==> src/char_video_pkg.sv <==
// char video package: raster geometry, ram address widths and tile/pixel field layout
package char_video_pkg;

    // raster, counted in pixels and lines
    localparam int h_total  = 384;  // pixels per line incl. blanking
    localparam int v_total  = 264;  // lines per frame incl. blanking
    localparam int h_active = 320;  // visible pixels
    localparam int v_active = 224;  // visible lines

    // system clocks per pixel enable
    localparam int pxl_div  = 4;

    // tile map: 64 columns x 32 rows of 16-bit words
    localparam int tile_aw  = 11;

    // palette: 128 words, xbgr 555 in the low 15 bits
    localparam int pal_aw   = 7;

    // pixel word going into the palette stage
    // bit 6 priority, bits 5..3 palette, bits 2..0 colour
    localparam int pxl_w    = 7;

    // tile word layout
    // 15..12 unused
    // 11..8  attribute (priority + palette)
    //  7..0  glyph code
    localparam int code_msb = 7;
    localparam int attr_lsb = 8;

    // glyph address into graphics memory
    // {code[8:0], row[2:0], 1'b0}
    // one 32-bit word per glyph row, planes in bytes 2..0
    localparam int gfx_aw   = 13;

endpackage

==> src/palette_lookup.sv <==
// palette lookup: pixel to 15-bit rgb through palette ram, blanked and registered per pixel
`timescale 1ns/10ps

module palette_lookup (
    input  logic                                 clk,
    input  logic                                 rst,
    input  logic                                 pxl_cen,

    // pixel and blanking for the current raster position
    input  logic [char_video_pkg::pxl_w-1:0]     pxl,
    input  logic                                 lhbl,
    input  logic                                 lvbl,

    // palette ram video port
    output logic [char_video_pkg::pal_aw-1:0]    pal_scan_addr,
    input  logic [15:0]                          pal_scan,

    output logic [14:0]                          rgb
);

    logic active;   // pixel is inside the visible area

    // priority bit picks the upper half of the palette
    assign pal_scan_addr = pxl;

    assign active = lhbl & lvbl;

    // pal_scan has settled since pxl changed a full pixel ago
    always_ff @(posedge clk or posedge rst) begin
        if (rst) begin
            rgb <= 15'd0;
        end else if (pxl_cen) begin
            if (active) begin
                rgb <= pal_scan[14:0];   // bit 15 unused
            end else begin
                rgb <= 15'd0;            // black during blanking
            end
        end
    end

endmodule

==> config.mk <==
export PLATFORM = sky130hd
export DESIGN_NAME = palette_lookup
export DESIGN_NICKNAME = d
export VERILOG_FILES = /design/src/char_video_pkg.sv /design/src/palette_lookup.sv
export SDC_FILE = /design/constraint.sdc
export NUM_CORES = 1
export LEC_CHECK = 0
export BUFFER_PORTS_ARGS = -buffer_cell sky130_fd_sc_hd__clkbuf_2
export CAP_MARGIN = 20
export CELL_PAD_IN_SITES_DETAIL_PLACEMENT = 1
export CELL_PAD_IN_SITES_GLOBAL_PLACEMENT = 2
export CORE_MARGIN = 2
export CORE_UTILIZATION = 21
export DETAILED_ROUTE_END_ITERATION = 6
export PLACE_DENSITY_LB_ADDON = 0.05
export SYNTH_ARGS = -nofsm -noshare
export SYNTH_HDL_FRONTEND = slang
export SYNTH_SLANG_ARGS = --single-unit
==> constraint.sdc <==
create_clock -name clk -period 0.8 [get_ports clk]
set_input_delay 0.16 -clock clk [delete_from_list [all_inputs] [get_ports clk]]
set_output_delay 0.16 -clock clk [all_outputs]
set_load 0.05 [all_outputs]
* Yosys cells after proc, flatten, opt, wreduce, memory -nomap -nowiden *
Cells that the tools add are included.

word-level totals
  output and inout port bits = 22
  flip-flop bits (word level) = 15
  word-level logic and storage cells = 3
  bits of input ports = 28

operators by class
  multiplexer cells = 1
  bitwise gates (word level) = 1

operators with widths
  operator       number
  $mux W15       1
  $and A1 B1 Y1  1

* Longest topological paths before layout *
Gate-level depths: netlist of run 1.

  depth in word-level cells = 2
  depth in mapped cells = 3
  gate-level depth less buffers = 2

* Worst setup path before layout of run 1 *
OpenSTA, ideal clock, no wires.

  kind = register to register
  from = register rgb[4] (netlist name)
  to = register rgb[4]
  setup slack = -0.137 ns
  library setup time = 0.080 ns
  buffers on the path = 0
  arrival = 0.858 ns
  required time = 0.720 ns
  period minus slack after synthesis = 0.937 ns
  cell stages (with the launch flop) = 3
  path through = dfrtp_1 > inv_1 > o22ai_2

RTL lines
  item                    RTL line              text
  end signal: assignment  palette_lookup.sv:34  rgb <= pal_scan[14:0];
  end: declaration        palette_lookup.sv:18  output logic [14:0] rgb

* Final worst setup path of run 1 *
  from = register rgb[2]
  to = output port rgb[2]

No word-level cell between the ends.

==> results of run 1 <==
-- cell type report --
type | instances | area share (%)
Clock buffer | 4 | 2.24
Inverter | 16 | 5.11
Sequential cell | 15 | 33.5
Timing Repair Buffer | 40 | 35.6
Multi-Input combinational cell | 31 | 18.6
Tap cell | 46 | 4.90
-- cell families after synthesis --
logic type | after synthesis | share of synthesized area (%)
and+or+nand+nor | 16 | 8.47
AOI/OAI and AO/OA | 15 | 21.2
DFF | 15 | 50.8
buffers and inverters | 27 | 19.5
-- synth_stat cells (all sizes together) --
cell type / n
inv: 16
o22ai: 15
buf: 11
nand2: 16
dfrtp: 15
-- what timing repair did --
item,CTS,global route
pin swaps,0,0
hold endpoints to repair,15,0
setup endpoints to repair,15,15
gates resized for setup,30,15
hold buffers,1,0
-- per-layer routing --
metal,track usage [%],part of all wire (%),up-vias,routed length [um]
li1,-,-,288,-
met1,11.2,41,261,692
met3,4.11,9.0,2,153
met2,14.6,49,26,828
met4,2.45,1.1,0,19
met5,0,0,-,0
-- per-stage QoR --
step / instance area [um^2] / instances / hold WS, ns / TNS (ns) / worst slack [ns]
detailed placement: 988 / 147 / 0.163 / 0 / 0.0178
floorplan: 757 / 73 / 0.0616 / -0.00741 / -0.00741
global placement: 988 / 147 / 0.161 / 0 / 0.0179
global route: 1170 / 152 / 0.0788 / -3.93 / -0.271
CTS: 1160 / 152 / 0.0811 / -3.74 / -0.260
finish: 1170 / 152 / 0.0915 / -3.27 / -0.233
-- where the power goes --
part	total, mW	switching, mW	internal, mW	leakage, nW
sequential	0.848	0.0392	0.809	0.179
clock	0.438	0.244	0.193	0.0150
combinational	0.535	0.291	0.244	0.332
total	1.82	0.574	1.25	0.527
-- worst min path at each step --
| stage | start | to | slack [ns] | depth (start not counted) |
|---|---|---|---|---|
| after floorplan | rst | rgb[0]$_DFFE_PP0P_ | 0.06 | 1 |
| after global placement | rst | rgb[1]$_DFFE_PP0P_ | 0.16 | 3 |
| after detailed placement | rst | rgb[1]$_DFFE_PP0P_ | 0.16 | 3 |
| after CTS | pal_scan[1] | rgb[1]$_DFFE_PP0P_ | 0.08 | 3 |
| after global routing | pal_scan[2] | rgb[2]$_DFFE_PP0P_ | 0.08 | 3 |
| final | pal_scan[1] | rgb[1]$_DFFE_PP0P_ | 0.09 | 3 |
==> flow_metrics.env, run 1 <==
export IMPL_outcome="complete, but fails checks"
export IMPL_violations="negative setup slack"
export IMPL_drive_gt1_share_pct=64.2
export IMPL_wl_per_cell_um=11.1
export IMPL_critPathSlowestCell="dfrtp_2"
export IMPL_setup_worst_path_end="rgb[2]"
export IMPL_synthToLayoutAreaGrowth_pct=59.2
export IMPL_synth_cells=73
export IMPL_grt_pass1_vias=622
export IMPL_place_gp_congestion=0.577
export IMPL_avgSynthCellArea_um2=10.1
export IMPL_initialDrtViolationCount=12
export IMPL_drtPass1Iterations=3
export IMPL_seq_area_frac_synth_pct=50.8
export IMPL_max_slew_margin_rel_pct=85.7
export IMPL_grtUsageTotal_pct=9.17
export IMPL_h_tree_depth=1
export IMPL_startpoint="rgb[2]$_DFFE_PP0P_"
export IMPL_final_common_cell="clkbuf_2"
export IMPL_hold_path_class="in -> reg"
export IMPL_cp_slowest_stage_delay_ns=0.44
export IMPL_antenna_cells=0
export IMPL_crit_path_max_fanout=2
export IMPL_leakage_nw=0.527
export IMPL_power_density_nw_per_um2=1550
export IMPL_max_vdd_ir_drop_mv=0.704
export IMPL_regMostFlops="rgb"
export IMPL_worst_pin_slew_ns=0.214
export IMPL_critPathKind="reg -> out"
export IMPL_cp_required_ns=0.64
export IMPL_clock_root_buffer="clkbuf_4"
export IMPL_grt_setup_unrepaired="true"
export IMPL_r2r_slack_ns=0.12
export IMPL_cts_tree="yes"
export IMPL_mostFrequentLayoutCells="19 x clkbuf_2, 16 x inv_1, 15 x nand2_1, 15 x buf_8, 15 x dfrtp_2"
export IMPL_die_height_um=63.3
export IMPL_worstSkewPairLatency_ns=0.28
export IMPL_finalSetupViolCount=15
export IMPL_grt_antenna_before_repair=0
export IMPL_start_kind="flip-flop"
export IMPL_route_detailed_drc=0
export IMPL_layout_nets=135
export IMPL_path_cells="buf_8"
export IMPL_initial_core_util_pct=21.9
export IMPL_fp_row_count=21
export IMPL_post_cts_buffers=0
export IMPL_period_minus_slack_ns=1.03
export IMPL_clk_pin_slew_worst_paths_ns=0.09
export IMPL_routed_wl_um=1690
export IMPL_period_share_pct=129
export IMPL_placeableCoreArea_um2=3360
export IMPL_finalWorstSetupSlack_ns=-0.233
export IMPL_die_area_um2=4010
export IMPL_ant_nets=0
export IMPL_slew_violations=0
export IMPL_regArea_um2=394
export IMPL_cts_sinks=15
export IMPL_worstPathArrival_ns=0.87
export IMPL_yosysUniqueCellTypes=9
export IMPL_path_buf_inv=1
export IMPL_ys_ff_latch=15
export IMPL_crit_family="flip-flops"
export IMPL_yosys_warnings=0
export IMPL_avgViaCountPerCell=3.80
export IMPL_cts_path_max_buffers=2
export IMPL_cp_depth=1
export IMPL_finalHoldViolations=0
export IMPL_grt_pass1_wl_um=2860
export IMPL_max_cap_violations=0
export IMPL_yosysTopAreaCell="dfrtp_1"
export IMPL_timing_rr_start="rgb[4]$_DFFE_PP0P_"
export IMPL_grt_max_degree=17
export IMPL_clock_fmax_mhz=968
export IMPL_grt_overflow=0
export IMPL_dpl_hpwl_um=1270
export IMPL_fin_util_pct=34.9
export IMPL_power_mw=1.82
export IMPL_die_w_um=63.3
export IMPL_nFillCells=395
export IMPL_vias=577
export IMPL_synth_top_area_share_pct=50.8
export IMPL_io_buffers=34
export IMPL_syn_nets=101
export IMPL_largest_reg_flops=15
export IMPL_ios=50
export IMPL_r2r_cells=2
export IMPL_multi_input_area_um2=219
export IMPL_cts_made_buffers=3
export IMPL_crit_reg2reg_capture="rgb[4]$_DFFE_PP0P_"
export IMPL_syn_cell_area_um2=738
export IMPL_top_regs="rgb: 15 flops"
export IMPL_worst_clock_skew_ns=0
export IMPL_synth_area_leaders="dfrtp_1 51%, o22ai_2 17%, buf_4 9.2%, inv_1 8.1%, nand2_1 7.6%"
export IMPL_end_kind="output port"
(Power assumes the default switching activity.)
==> run 2: changes to the inputs <==
- CELL_PAD_IN_SITES_DETAIL_PLACEMENT: 1 -> default
- CELL_PAD_IN_SITES_GLOBAL_PLACEMENT: 2 -> default
- CORE_UTILIZATION: 21 -> 40
==> flow_metrics.env, run 2 (synthesis results as in run 1) <==
export IMPL_r2r_cells=2
export IMPL_path_buf_inv=1
export IMPL_initialDrtViolationCount=5
export IMPL_grt_setup_unrepaired="true"
export IMPL_grtUsageTotal_pct=14.2
export IMPL_nFillCells=148
export IMPL_wl_met1_um=555
export IMPL_route_detailed_drc=0
export IMPL_grt_antenna_before_repair=0
export IMPL_wl_met3_um=111
export IMPL_ios=50
export IMPL_final_common_cell="clkbuf_2"
export IMPL_timing_rr_start="rgb[9]$_DFFE_PP0P_"
export IMPL_place_gp_congestion=0.617
export IMPL_crit_path_max_fanout=2
export IMPL_clk_pin_slew_worst_paths_ns=0.08
export IMPL_avgViaCountPerCell=4.32
export IMPL_largest_reg_flops=15
export IMPL_routed_wl_um=1370
export IMPL_synthToLayoutAreaGrowth_pct=53.9
export IMPL_grt_pass1_vias=507
export IMPL_finalHoldViolations=0
export IMPL_drtPass1Iterations=3
export IMPL_grt_pass1_wl_um=2180
export IMPL_violations="negative setup slack"
export IMPL_mostFrequentLayoutCells="19 x clkbuf_2, 16 x inv_1, 15 x nand2_1, 15 x buf_8, 15 x dfrtp_2"
export IMPL_leakage_nw=0.521
export IMPL_h_tree_depth=1
export IMPL_power_mw=1.78
export IMPL_fin_util_pct=65.8
export IMPL_io_buffers=34
export IMPL_finalSetupViolCount=15
export IMPL_path_cells="buf_8"
export IMPL_wl_met2_um=690
export IMPL_critPathKind="reg -> out"
export IMPL_worstSkewPairLatency_ns=0.27
export IMPL_end_kind="output port"
export IMPL_worst_pin_slew_ns=0.202
export IMPL_grt_overflow=0
export IMPL_vias=566
export IMPL_crit_reg2reg_capture="rgb[9]$_DFFE_PP0P_"
export IMPL_die_w_um=47.0
export IMPL_period_share_pct=127
export IMPL_cts_tree="yes"
export IMPL_min_to="rgb[1]$_DFFE_PP0P_"
export IMPL_grt_max_degree=17
export IMPL_clock_root_buffer="clkbuf_4"
export IMPL_finalWorstSetupSlack_ns=-0.213
export IMPL_regMostFlops="rgb"
export IMPL_drive_gt1_share_pct=64.2
export IMPL_cts_made_buffers=3
export IMPL_worst_clock_skew_ns=0
export IMPL_crit_family="flip-flops"
export IMPL_clock_fmax_mhz=987
export IMPL_start_kind="flip-flop"
export IMPL_critPathSlowestCell="dfrtp_2"
export IMPL_die_height_um=47.0
export IMPL_slew_violations=0
export IMPL_fp_row_count=15
export IMPL_period_minus_slack_ns=1.01
export IMPL_min_from="pal_scan[1]"
export IMPL_die_area_um2=2210
export IMPL_worstPathArrival_ns=0.85
export IMPL_dpl_hpwl_um=989
export IMPL_placeableCoreArea_um2=1730
export IMPL_antenna_cells=0
export IMPL_ant_nets=0
export IMPL_cp_slowest_stage_delay_ns=0.43
export IMPL_max_slew_margin_rel_pct=86.6
export IMPL_cp_depth=1
export IMPL_cts_path_max_buffers=2
export IMPL_initial_core_util_pct=42.8
export IMPL_power_density_nw_per_um2=1570
export IMPL_min_path_cells=3
export IMPL_post_cts_buffers=0
export IMPL_cts_sinks=15
export IMPL_top_layer_used="met4"
export IMPL_layout_nets=135
export IMPL_wl_per_cell_um=10.4
export IMPL_hold_path_class="in -> reg"
export IMPL_outcome="complete, but fails checks"
export IMPL_max_vdd_ir_drop_mv=1.03
export IMPL_cp_required_ns=0.64
export IMPL_r2r_slack_ns=0.12
export IMPL_top_regs="rgb: 15 flops"
export IMPL_max_cap_violations=0
[run 2: changes by cell type in the layout (fill, tap and decap cells not counted)]
cell and delta:
buf_12 -1, buf_4 +1
[run 2: per-stage QoR]
stage	instances	hold WS (ns)	instance area (um^2)	setup WS, ns	TNS, ns
after floorplan	73	0.0616	757	-0.00741	-0.00741
after global placement	126	0.154	950	0.0245	0
after detailed placement	126	0.159	950	0.0239	0
after CTS	131	0.0907	1120	-0.246	-3.57
after global routing	131	0.0934	1140	-0.255	-3.69
final	131	0.104	1140	-0.213	-3.09
[run 2: how the worst max path moves through the flow]
stage | start | to | slack, ns
5_1_grt | rgb[13]$_DFFE_PP0P_ | rgb[13] | -0.26
6_report | rgb[13]$_DFFE_PP0P_ | rgb[13] | -0.21
2_1_floorplan | rgb[4]$_DFFE_PP0P_ | rgb[4]$_DFFE_PP0P_ | -0.007
3_3_place_gp | rgb[6]$_DFFE_PP0P_ | rgb[6] | 0.02
4_1_cts | rgb[6]$_DFFE_PP0P_ | rgb[6] | -0.25
3_5_place_dp | rgb[6]$_DFFE_PP0P_ | rgb[6] | 0.02
[run 2: cell type report]
class                      instances  area, um^2  share of cell area, %
inverter                          16        60.1                   5.29
multi-input combinational         31         219                   19.3
sequential                        15         394                   34.7
tap                               25        31.3                   2.75
timing repair buffer              40         405                   35.7
clock buffer                       4        26.3                   2.31
[run 2: per-layer routing]
metal  track usage, %  up-vias
li1                 -      291
met1             17.1      250
met2             22.7       23
met3             4.62        2
met4             6.67        0
met5                0        -
[run 2: timing repair]
action / in CTS / in global routing
setup endpoints to repair: 15 / 15
pin swaps: 0 / 0
hold endpoints to repair: 15 / 0
resized for setup: 30 / 15
hold buffers: 1 / 0
[run 2: report_power, final]
part / internal [mW] / switching, mW / total, mW
Clock: 0.193 / 0.222 / 0.415
Sequential: 0.809 / 0.0376 / 0.846
Combinational: 0.238 / 0.284 / 0.522
