==> src/char_video_pkg.sv <==
// char video package: raster geometry, ram address widths and tile/pixel field layout
package char_video_pkg;

    // raster, counted in pixels and lines
    localparam int h_total  = 384;  // pixels per line incl. blanking
    localparam int v_total  = 264;  // lines per frame incl. blanking
    localparam int h_active = 320;  // visible pixels
    localparam int v_active = 224;  // visible lines

    // system clocks per pixel enable
    localparam int pxl_div  = 4;

    // tile map: 64 columns x 32 rows of 16-bit words
    localparam int tile_aw  = 11;

    // palette: 128 words, xbgr 555 in the low 15 bits
    localparam int pal_aw   = 7;

    // pixel word going into the palette stage
    // bit 6 priority, bits 5..3 palette, bits 2..0 colour
    localparam int pxl_w    = 7;

    // tile word layout
    // 15..12 unused
    // 11..8  attribute (priority + palette)
    //  7..0  glyph code
    localparam int code_msb = 7;
    localparam int attr_lsb = 8;

    // glyph address into graphics memory
    // {code[8:0], row[2:0], 1'b0}
    // one 32-bit word per glyph row, planes in bytes 2..0
    localparam int gfx_aw   = 13;

endpackage

==> src/video_timing.sv <==
// video timing: pixel enable divider, raster counters and blanking levels
`timescale 1ns/10ps

module video_timing (
    input  logic       clk,
    input  logic       rst,
    output logic       pxl_cen,  // one clock in pxl_div
    output logic [8:0] hdump,    // horizontal position
    output logic [8:0] vdump,    // vertical position
    output logic       lhbl,     // low during horizontal blanking
    output logic       lvbl      // low during vertical blanking
);

    logic [$clog2(char_video_pkg::pxl_div)-1:0] cen_cnt;
    logic                                        h_last;
    logic                                        v_last;

    // pixel enable on the last count of the divider
    assign pxl_cen = cen_cnt == ($bits(cen_cnt))'(char_video_pkg::pxl_div - 1);

    assign h_last = hdump == 9'(char_video_pkg::h_total - 1);
    assign v_last = vdump == 9'(char_video_pkg::v_total - 1);

    // divider
    always_ff @(posedge clk or posedge rst) begin
        if (rst) begin
            cen_cnt <= '0;
        end else begin
            if (pxl_cen) begin
                cen_cnt <= '0;
            end else begin
                cen_cnt <= cen_cnt + 1'b1;
            end
        end
    end

    // horizontal counter, steps once per pixel
    always_ff @(posedge clk or posedge rst) begin
        if (rst) begin
            hdump <= 9'd0;
        end else if (pxl_cen) begin
            if (h_last) begin
                hdump <= 9'd0;    // wrap at end of line
            end else begin
                hdump <= hdump + 9'd1;
            end
        end
    end

    // vertical counter, steps when the line wraps
    always_ff @(posedge clk or posedge rst) begin
        if (rst) begin
            vdump <= 9'd0;
        end else if (pxl_cen && h_last) begin
            if (v_last) begin
                vdump <= 9'd0;    // new frame
            end else begin
                vdump <= vdump + 9'd1;
            end
        end
    end

    // blanking straight from the counters, so both levels
    // describe the pixel currently on hdump/vdump
    assign lhbl = hdump < 9'(char_video_pkg::h_active);
    assign lvbl = vdump < 9'(char_video_pkg::v_active);

endmodule

==> config.mk <==
export PLATFORM = sky130hd
export DESIGN_NAME = video_timing
export DESIGN_NICKNAME = d
export VERILOG_FILES = /design/src/char_video_pkg.sv /design/src/video_timing.sv
export SDC_FILE = /design/constraint.sdc
export NUM_CORES = 1
export LEC_CHECK = 0
export BUFFER_PORTS_ARGS = -buffer_cell sky130_fd_sc_hd__buf_4
export CAP_MARGIN = 10
export CELL_PAD_IN_SITES_DETAIL_PLACEMENT = 1
export CELL_PAD_IN_SITES_GLOBAL_PLACEMENT = 1
export CORE_ASPECT_RATIO = 1.1
export CORE_MARGIN = 4
export CORE_UTILIZATION = 42
export DETAILED_ROUTE_END_ITERATION = 10
export PLACE_DENSITY_LB_ADDON = 0.15
export SLEW_MARGIN = 20
export SYNTH_ARGS = -nofsm -noshare
export SYNTH_HDL_FRONTEND = slang
export SYNTH_SLANG_ARGS = --single-unit
==> constraint.sdc <==
create_clock -name clk -period 4.78 [get_ports clk]
set_input_delay 0.239 -clock clk [delete_from_list [all_inputs] [get_ports clk]]
set_output_delay 0.239 -clock clk [all_outputs]
set_load 0.005 [all_outputs]
# After elaboration in Yosys (flattened, before gate mapping)
# Index checks and enable logic that the tools add are counted.
# op_classes
add_sub_neg,3
n_mul,0
div,0
magnitude_cmp,2
n_eq_ne,3
shift,0
mux,3
bitwise,0
n_reduce_logical,1
# op_table
operator,n
$add A9 B1 Y9 const B,2
$eq A9 B9 Y1 const B,2
$mux W9,2
$lt A9 B8 Y1 const B,1
$lt A9 B9 Y1 const B,1
$add A2 B1 Y2 const B,1
$eq A2 B2 Y1 const B,1
$mux W2,1
$logic_and A1 B1 Y1,1
# word_totals
regBits,20
latch_bits,0
ramBits,0
romBits,0
output_inout_bits,21
word_cells,15
mem_count,0

# Longest topological paths before layout
# Gate-level depths: netlist of the first run.
# depth
word_depth,2
mapped_depth,7

# Least setup slack after synthesis of the first run
# No wires, ideal clock.
# synth_path
path_type,reg2reg
from,register cen_cnt[0] in the netlist's numbering
to,register vdump[3]
setup_time_ns,0.066
t_arrival_ns,1.531
required_ns,4.714
path_slack_ns,3.183
stages_incl_launch_ff,7
path_buffers,1
synth_period_minus_slack_ns,1.597
path_cell_list,dfrtp_1 > ha_1 > buf_4 > and4_4 > nand3_4 > or4b_1 > nand2_1
# synth_via
elab_chain_cells,2
# synth_rtl
item,line_no,source
"start, declared",video_timing.sv:14,logic [$clog2(char_video_pkg::pxl_div)-1:0] cen_cnt;
"start signal, assigned",video_timing.sv:32,cen_cnt <= cen_cnt + 1'b1;
$eq A2 B2 Y1,video_timing.sv:19,assign pxl_cen = cen_cnt == ($bits(cen_cnt))'(char_video_pkg::pxl_div - 1);
via pxl_cen,video_timing.sv:7,"output logic pxl_cen,"
$logic_and A1 B1 Y1,video_timing.sv:54,end else if (pxl_cen && h_last) begin
"end signal, assigned",video_timing.sv:58,vdump <= vdump + 9'd1;
"end, declared",video_timing.sv:9,"output logic [8:0] vdump,"
# The timed path passes the listed nets, and every way through them passes these cells.
# A chain may end at the register's enable or synchronous reset.

# Worst setup path in the final report of the first run
# layout_path
from,register cen_cnt[0] in the netlist's numbering
to,register vdump[3]
# layout_via
elab_chain_cells,2
# layout_rtl
item,line_no
$eq A2 B2 Y1,video_timing.sv:19
$logic_and A1 B1 Y1,video_timing.sv:54
# Every way passes these cells.

==> results of run 1 <==
## worst register-to-register path, delay by kind of cell, from the launching register on
kind / cells / cell delay, ns
AND/OR/NAND/NOR: 4 / 1.02
flip-flops: 1 / 0.36
adder cells (fa/ha/maj): 1 / 0.36
## path summary, 6_finish.rpt
path | cells past startpoint | startpoint | to | slack, ns
hold / removal | 2 | rst | vdump[8] | 0.08
setup / recovery | 5 | cen_cnt[0] | vdump[3] | 2.99
hold reg to reg | 1 | cen_cnt[0] | cen_cnt[0] | 0.43
max in group asynchronous | 2 | rst | hdump[2] | 4.22
setup reg to reg | 5 | cen_cnt[0] | vdump[3] | 2.99
min in group clk | 1 | cen_cnt[0] | cen_cnt[0] | 0.43
## routing by layer
| layer | share of wire [%] | global-route usage [%] | vias up |
|---|---|---|---|
| met5 | 0 | 0 | - |
| met4 | 2.0 | 8.54 | 0 |
| met3 | 4.0 | 2.53 | 4 |
| met2 | 51 | 26.7 | 19 |
| met1 | 43 | 18.9 | 388 |
| li1 | - | - | 381 |
## cell type report
type	instances	share of cell area, %
multi-input cells	70	38.5
repair buffers	22	13.8
flip-flops and latches	20	41.8
inverters	3	0.939
well taps	30	3.13
clock buffers	3	1.88
## power groups by stage
stage	Sequential [mW]	Combinational (mW)	Clock [mW]
after floorplan	0.172	0.00253	0
after global placement	0.172	0.00417	0
after detailed placement	0.172	0.00419	0
after CTS	0.169	0.00419	0.0841
after global routing	0.169	0.00469	0.0902
final	0.169	0.00392	0.0779
## kinds of logic after synthesis
group,share of synthesized area (%)
simple gates,26.1
flops,50.6
compound gates,6.58
xor+xnor,7.97
buf+inv,2.66
fa+ha+maj,3.80
mux,2.28
## placed cells by master (no fill, tap or decap), drive strengths merged
| cell type | Yosys | layout |
|---|---|---|
| o22ai | 1 | 1 |
| nor2b | 2 | 2 |
| nor2 | 6 | 6 |
| nor3 | 2 | 2 |
| a31oi | 1 | 1 |
| or3 | 2 | 2 |
| buf | 1 | 22 |
| nand3 | 6 | 6 |
| ha | 3 | 3 |
| nand4 | 6 | 6 |
| clkbuf | 2 | 3 |
| o21ai | 6 | 6 |
| xnor2 | 5 | 5 |
| xor2 | 4 | 4 |
| mux2 | 2 | 2 |
| nor4b | 1 | 1 |
| and2 | 2 | 2 |
| and3 | 2 | 2 |
| o31ai | 1 | 1 |
| or4b | 1 | 1 |
| and4 | 2 | 2 |
| and3b | 1 | 1 |
| dfrtp | 20 | 20 |
| inv | 3 | 3 |
| nand2 | 11 | 11 |
| a21oi | 3 | 3 |
## registers in the layout (all words and copies together) (netlist names)
name	count
cen_cnt	2
vdump	9
hdump	9
## per-stage QoR
stage | power, mW | instances | utilization (%) | cell area [µm²] | setup WS, ns
6_report | 0.251 | 148 | 53.2 | 1200 | 2.99
5_1_grt | 0.264 | 148 | 53.2 | 1200 | 2.83
4_1_cts | 0.257 | 148 | 53.2 | 1200 | 2.98
3_5_place_dp | 0.177 | 145 | 52.2 | 1180 | 3.01
3_3_place_gp | 0.177 | 145 | 52.2 | 1180 | 3.08
2_1_floorplan | 0.175 | 96 | - | 988 | 3.18
==> impl_metrics.tcl, run 1 <==
set metrics [dict create \
    outcome "finished clean" \
    grt_setup_unrepaired "no" \
    critPathRequiredTime_ns 5.02 \
    yosys.area.top_type "sky130_fd_sc_hd__dfrtp_1" \
    dominant_register_cell_in_the_synthesized_netlist "sky130_fd_sc_hd__dfrtp_1" \
    crit_slowest_cell "sky130_fd_sc_hd__or4b_1" \
    dr_total_vias 792 \
    avgRoutedWirePerCell_um 14.7 \
    h_tree_depth 1 \
    sw_frac_of_total_pct 20.7 \
    tritoncts "built" \
    syn_avg_cell_area_um2 10.3 \
    hold_buffers 0 \
    fp.coreArea_um2 2250 \
    finalHoldWorstSlack_ns 0.0843 \
    clk_transition_reported_paths_ns 0.11 \
    p_per_area_nw_per_um2 209 \
    synth_commonest_cells "20 x sky130_fd_sc_hd__dfrtp_1, 11 x sky130_fd_sc_hd__nand2_1, 6 x sky130_fd_sc_hd__nand4_1, 6 x sky130_fd_sc_hd__nor2_1, 6 x sky130_fd_sc_hd__o21ai_0" \
    dieArea_um2 3190 \
    critical_path.n_buffers_inverters 0 \
    ys_top_cells_by_area "sky130_fd_sc_hd__dfrtp_1 51%, sky130_fd_sc_hd__xnor2_1 4.4%, sky130_fd_sc_hd__nand2_1 4.2%" \
    timing.critical_path.slowest_cell_delay_ns 0.52 \
    routed_wl_mm 2.18 \
    top_level_i_o_count 23 \
    dp_hpwl_mm 1.64 \
    yosys.cell_types.count 30 \
    seqCellArea_um2 500 \
    cpLargestDelayFamily "simple AND/OR/NAND/NOR gates" \
    timing_hold_violations_final 0 \
    worst_slew_pin_slew_ns 0.778 \
    power_report.internal_total_uw 199 \
    die_height_um 58.9 \
    maxSlewHeadroom_pct 48.1 \
    post_route_clock_skew_ns 0.00171 \
    final_layout_size_suffix_gt1_share_pct 28.8 \
    postRouteAntennaNets 0 \
    synth-seq-area-share_pct 50.6 \
    drtIter0Drc 12 \
    rows 18 \
    minimum_period_implied_by_the_final_worst_setup_slack_ns 1.79 \
    cts_resized 0 \
    finish.net_count 125 \
    grt_antenna_before_repair 0 \
    synth_area_um2 988 \
    p_clk_share_pct 31.0 \
    finalWeightedCongestion 0.741 \
    setup.worst_path.class "flip-flop to flip-flop" \
    die-width_um 54.3 \
    detail_route.vias_per_cell 5.35 \
    power_leakage_nw 0.568 \
    max_cap_violations 0 \
    cts_setup_buffers 0 \
    timing.critical_path.to_type "flip-flop" \
    setup_total_negative_slack_ns 0 \
    leading_cell_type_by_number_of_instances_after_synthesis "sky130_fd_sc_hd__dfrtp_1" \
    syn_to_final_growth_pct 21.3 \
    track_usage_pct 15.9 \
    synth_enable_flop_cells 0 \
    post-route-drc-count 0 \
    global_route_wire_length_before_repair_mm 3.67 \
    final.period_utilization_pct 37.4 \
    fmax_mhz 560 \
    number_of_global_route_vias_before_repair 832 \
    path_cells "ha_1 > and4_4 > nand3_4 > or4b_1 > nand2_1" \
    worstSetupStartpointType "flip-flop" \
    num_antenna_cells 0 \
    report.final.slew_viol_count 0 \
    placement.io_buffers 22 \
    warning_count_from_the_yosys_run 0 \
    timing.critical_path.fanout_max 10 \
    maximum_number_of_pins_on_one_net_before_global_route_repair 21 \
    net_switching_power_figure_uw 52.0 \
    netlist.area_leader.share_pct 50.6 \
    initial_core_utilization_pct 43.9 \
    drt_pre_antenna_iters 2 \
    vdd_drop_max_mv 0.136 \
    min_path_type "input pin to asynchronous set/reset pin" \
    synthCells 96 \
    synth-seq-cells 20 \
    clock_tree.buffer_depth 2 \
    worst_path_arrival_ns 2.02 \
    multiInputGateArea_um2 462 \
    share_comb_of_total_power_pct 1.6 \
    n_fill_cell 273 \
    share_seq_of_total_power_pct 67.4 \
    clock-root-buffer "sky130_fd_sc_hd__clkbuf_4" \
    timing.final.setup_violations 0 \
    async_flop_share_pct 100 \
    synth.net_count 101 \
    tritoncts_num_sinks 20 \
    worst_skew_pair.late_latency_ns 0.29 \
    globalRouteOverflowTotal 0 \
    numCtsBuffers 3 \
]
Power figures use the tool's default switching activity.
==> run 2, diff against run 1 <==
--- a/config.mk
+++ b/config.mk
@@ -11,7 +11,7 @@
 export CELL_PAD_IN_SITES_GLOBAL_PLACEMENT = 1
 export CORE_ASPECT_RATIO = 1.1
 export CORE_MARGIN = 4
-export CORE_UTILIZATION = 42
+export CORE_UTILIZATION = 39
 export DETAILED_ROUTE_END_ITERATION = 10
 export PLACE_DENSITY_LB_ADDON = 0.15
 export SLEW_MARGIN = 20
==> constraint.sdc (replaced) <==
create_clock -name clk -period 1.7 [get_ports clk]
set_input_delay 0.085 -clock clk [delete_from_list [all_inputs] [get_ports clk]]
set_output_delay 0.085 -clock clk [all_outputs]
set_load 0.005 [all_outputs]
==> run 2 against run 1 <==
  * Utilization is 2.0 points higher
  * Highest routed layer unchanged
  * First-iteration DRC count down 42%
  * Final cell count grew 7.4%
  * Clock power rose to 3.6 times the previous value
  * Routed wire length up 13%
  * Critical path depth stayed put
  * Die area up 6.6%
  * Critical path type unchanged
  * Power rose to 3.1 times the previous value
  * Largest cell class unchanged
==> impl_metrics.tcl, run 2 (synthesis results as in run 1) <==
set metrics [dict create \
    finalWeightedCongestion 0.732 \
    clock_tree.buffer_depth 2 \
    initial_core_utilization_pct 42.2 \
    fmax_mhz 627 \
    die_height_um 60.8 \
    timing.critical_path.to_type "flip-flop" \
    crit-reg2reg-launch "hdump[1]" \
    track_usage_pct 16.3 \
    avgRoutedWirePerCell_um 15.5 \
    clk_transition_reported_paths_ns 0.12 \
    maxSlewHeadroom_pct 78.8 \
    report.final.slew_viol_count 0 \
    top_level_i_o_count 23 \
    minimum_setup_slack_among_reg_to_reg_paths_ns 0.10 \
    final_layout_size_suffix_gt1_share_pct 35.7 \
    die-width_um 56 \
    global_route_wire_length_before_repair_mm 4.31 \
    outcome "finished clean" \
    place.detailed.instances 152 \
    detailed_place.area_um2 1230 \
    num_antenna_cells 0 \
    minimum_period_implied_by_the_final_worst_setup_slack_ns 1.60 \
    dp_hpwl_mm 1.84 \
    timing.final.setup_violations 0 \
    p_per_area_nw_per_um2 597 \
    h_tree_depth 1 \
    worstSetupStartpointType "flip-flop" \
    drtIter0Drc 7 \
    post-route-drc-count 0 \
    worst_skew_pair.late_latency_ns 0.30 \
    syn_to_final_growth_pct 30.9 \
    final.period_utilization_pct 93.9 \
    min_path_type "input pin to asynchronous set/reset pin" \
    power_leakage_nw 0.624 \
    worst_slew_pin_slew_ns 0.317 \
    grt_setup_unrepaired "no" \
    worst_path_arrival_ns 1.79 \
    vdd_drop_max_mv 0.295 \
    finish.net_count 135 \
    layout.cells.non_filler 159 \
    timing_hold_violations_final 0 \
    reg_top3 "hdump x9, vdump x9, cen_cnt x2" \
    tritoncts "built" \
    dr_total_vias 855 \
    timing.critical_path.fanout_max 4 \
    drt_pre_antenna_iters 4 \
    dieArea_um2 3400 \
    critPathRequiredTime_ns 1.89 \
    finalInstanceArea_um2 1290 \
    placement.io_buffers 22 \
    maximum_number_of_pins_on_one_net_before_global_route_repair 21 \
    final_common_cell "sky130_fd_sc_hd__buf_4" \
    worstRegToRegCells 5 \
    grt_antenna_before_repair 0 \
    tritoncts_num_sinks 20 \
    number_of_global_route_vias_before_repair 913 \
    final_cell_mix "31 x sky130_fd_sc_hd__buf_4, 20 x sky130_fd_sc_hd__dfrtp_1, 11 x sky130_fd_sc_hd__nand2_1" \
    routed_wl_mm 2.47 \
    worstReg2RegEnd "hdump[8]" \
    crit_start "hdump[1]" \
    setup.worst_path.class "flip-flop to flip-flop" \
    postRouteAntennaNets 0 \
    rows 18 \
    post_route_clock_skew_ns 0.00355 \
    clock-root-buffer "sky130_fd_sc_hd__clkbuf_4" \
    numCtsBuffers 3 \
    setup_total_negative_slack_ns 0 \
    globalRouteOverflowTotal 0 \
    max_cap_violations 0 \
    fp.coreArea_um2 2340 \
    detail_route.vias_per_cell 5.38 \
]
-- run 2: area by class of cell --
cell class,count,area (µm²)
inverter,3,11.3
timing repair buffer,32,243
sequential,20,500
multi-input combinational,70,465
tap,30,37.5
clock buffer,4,36.3
fill,283,1050
-- run 2: how the worst max path moves through the flow --
stage	end	cells after the start
2_1_floorplan	vdump[3]	6
3_3_place_gp	vdump[8]	5
3_5_place_dp	vdump[8]	5
4_1_cts	vdump[8]	5
5_1_grt	vdump[8]	5
6_report	hdump[8]	5
-- run 2: power by group --
| group | internal, mW | switching (mW) | total [mW] |
|---|---|---|---|
| registers | 0.476 | 0 | 0.476 |
| clock network | 0.131 | 0.151 | 0.282 |
| logic | 0.00464 | 0.0101 | 0.0147 |
-- run 2: repair_timing --
| action | 4_1_cts | 5_1_grt |
|---|---|---|
| resized for setup | 0 | 2 |
| hold buffers | 1 | 0 |
| setup buffers | 0 | 2 |
| endpoints found under the hold margin | 20 | 0 |
| setup endpoints to repair | 0 | 3 |
-- run 2: metrics by stage --
step | setup WS (ns) | power, mW | util [%] | hold slack [ns]
2_1_floorplan | 0.103 | 0.492 | - | 0.0488
3_3_place_gp | 0.102 | 0.498 | 52.5 | 0.134
3_5_place_dp | 0.0501 | 0.498 | 52.5 | 0.140
4_1_cts | 0.0187 | 0.785 | 54.4 | 0.352
5_1_grt | 0.00368 | 0.809 | 55.2 | 0.371
6_report | 0.104 | 0.772 | 55.2 | 0.354
-- run 2: metal layers --
layer	part of all wire [%]	global-route usage, %	routed length, µm
met2	53	29.9	1310
met3	4.1	2.55	101
met1	41	18.7	1020
met5	0	0	0
met4	1.5	8.14	38
-- run 2: worst max-delay path: stages, from the launching register on --
cell	delay, ns
sky130_fd_sc_hd__dfrtp_1	0.43
sky130_fd_sc_hd__ha_2	0.20
sky130_fd_sc_hd__and2_2	0.20
sky130_fd_sc_hd__and2_2	0.22
sky130_fd_sc_hd__nand2_1	0.08
sky130_fd_sc_hd__mux2_2	0.35
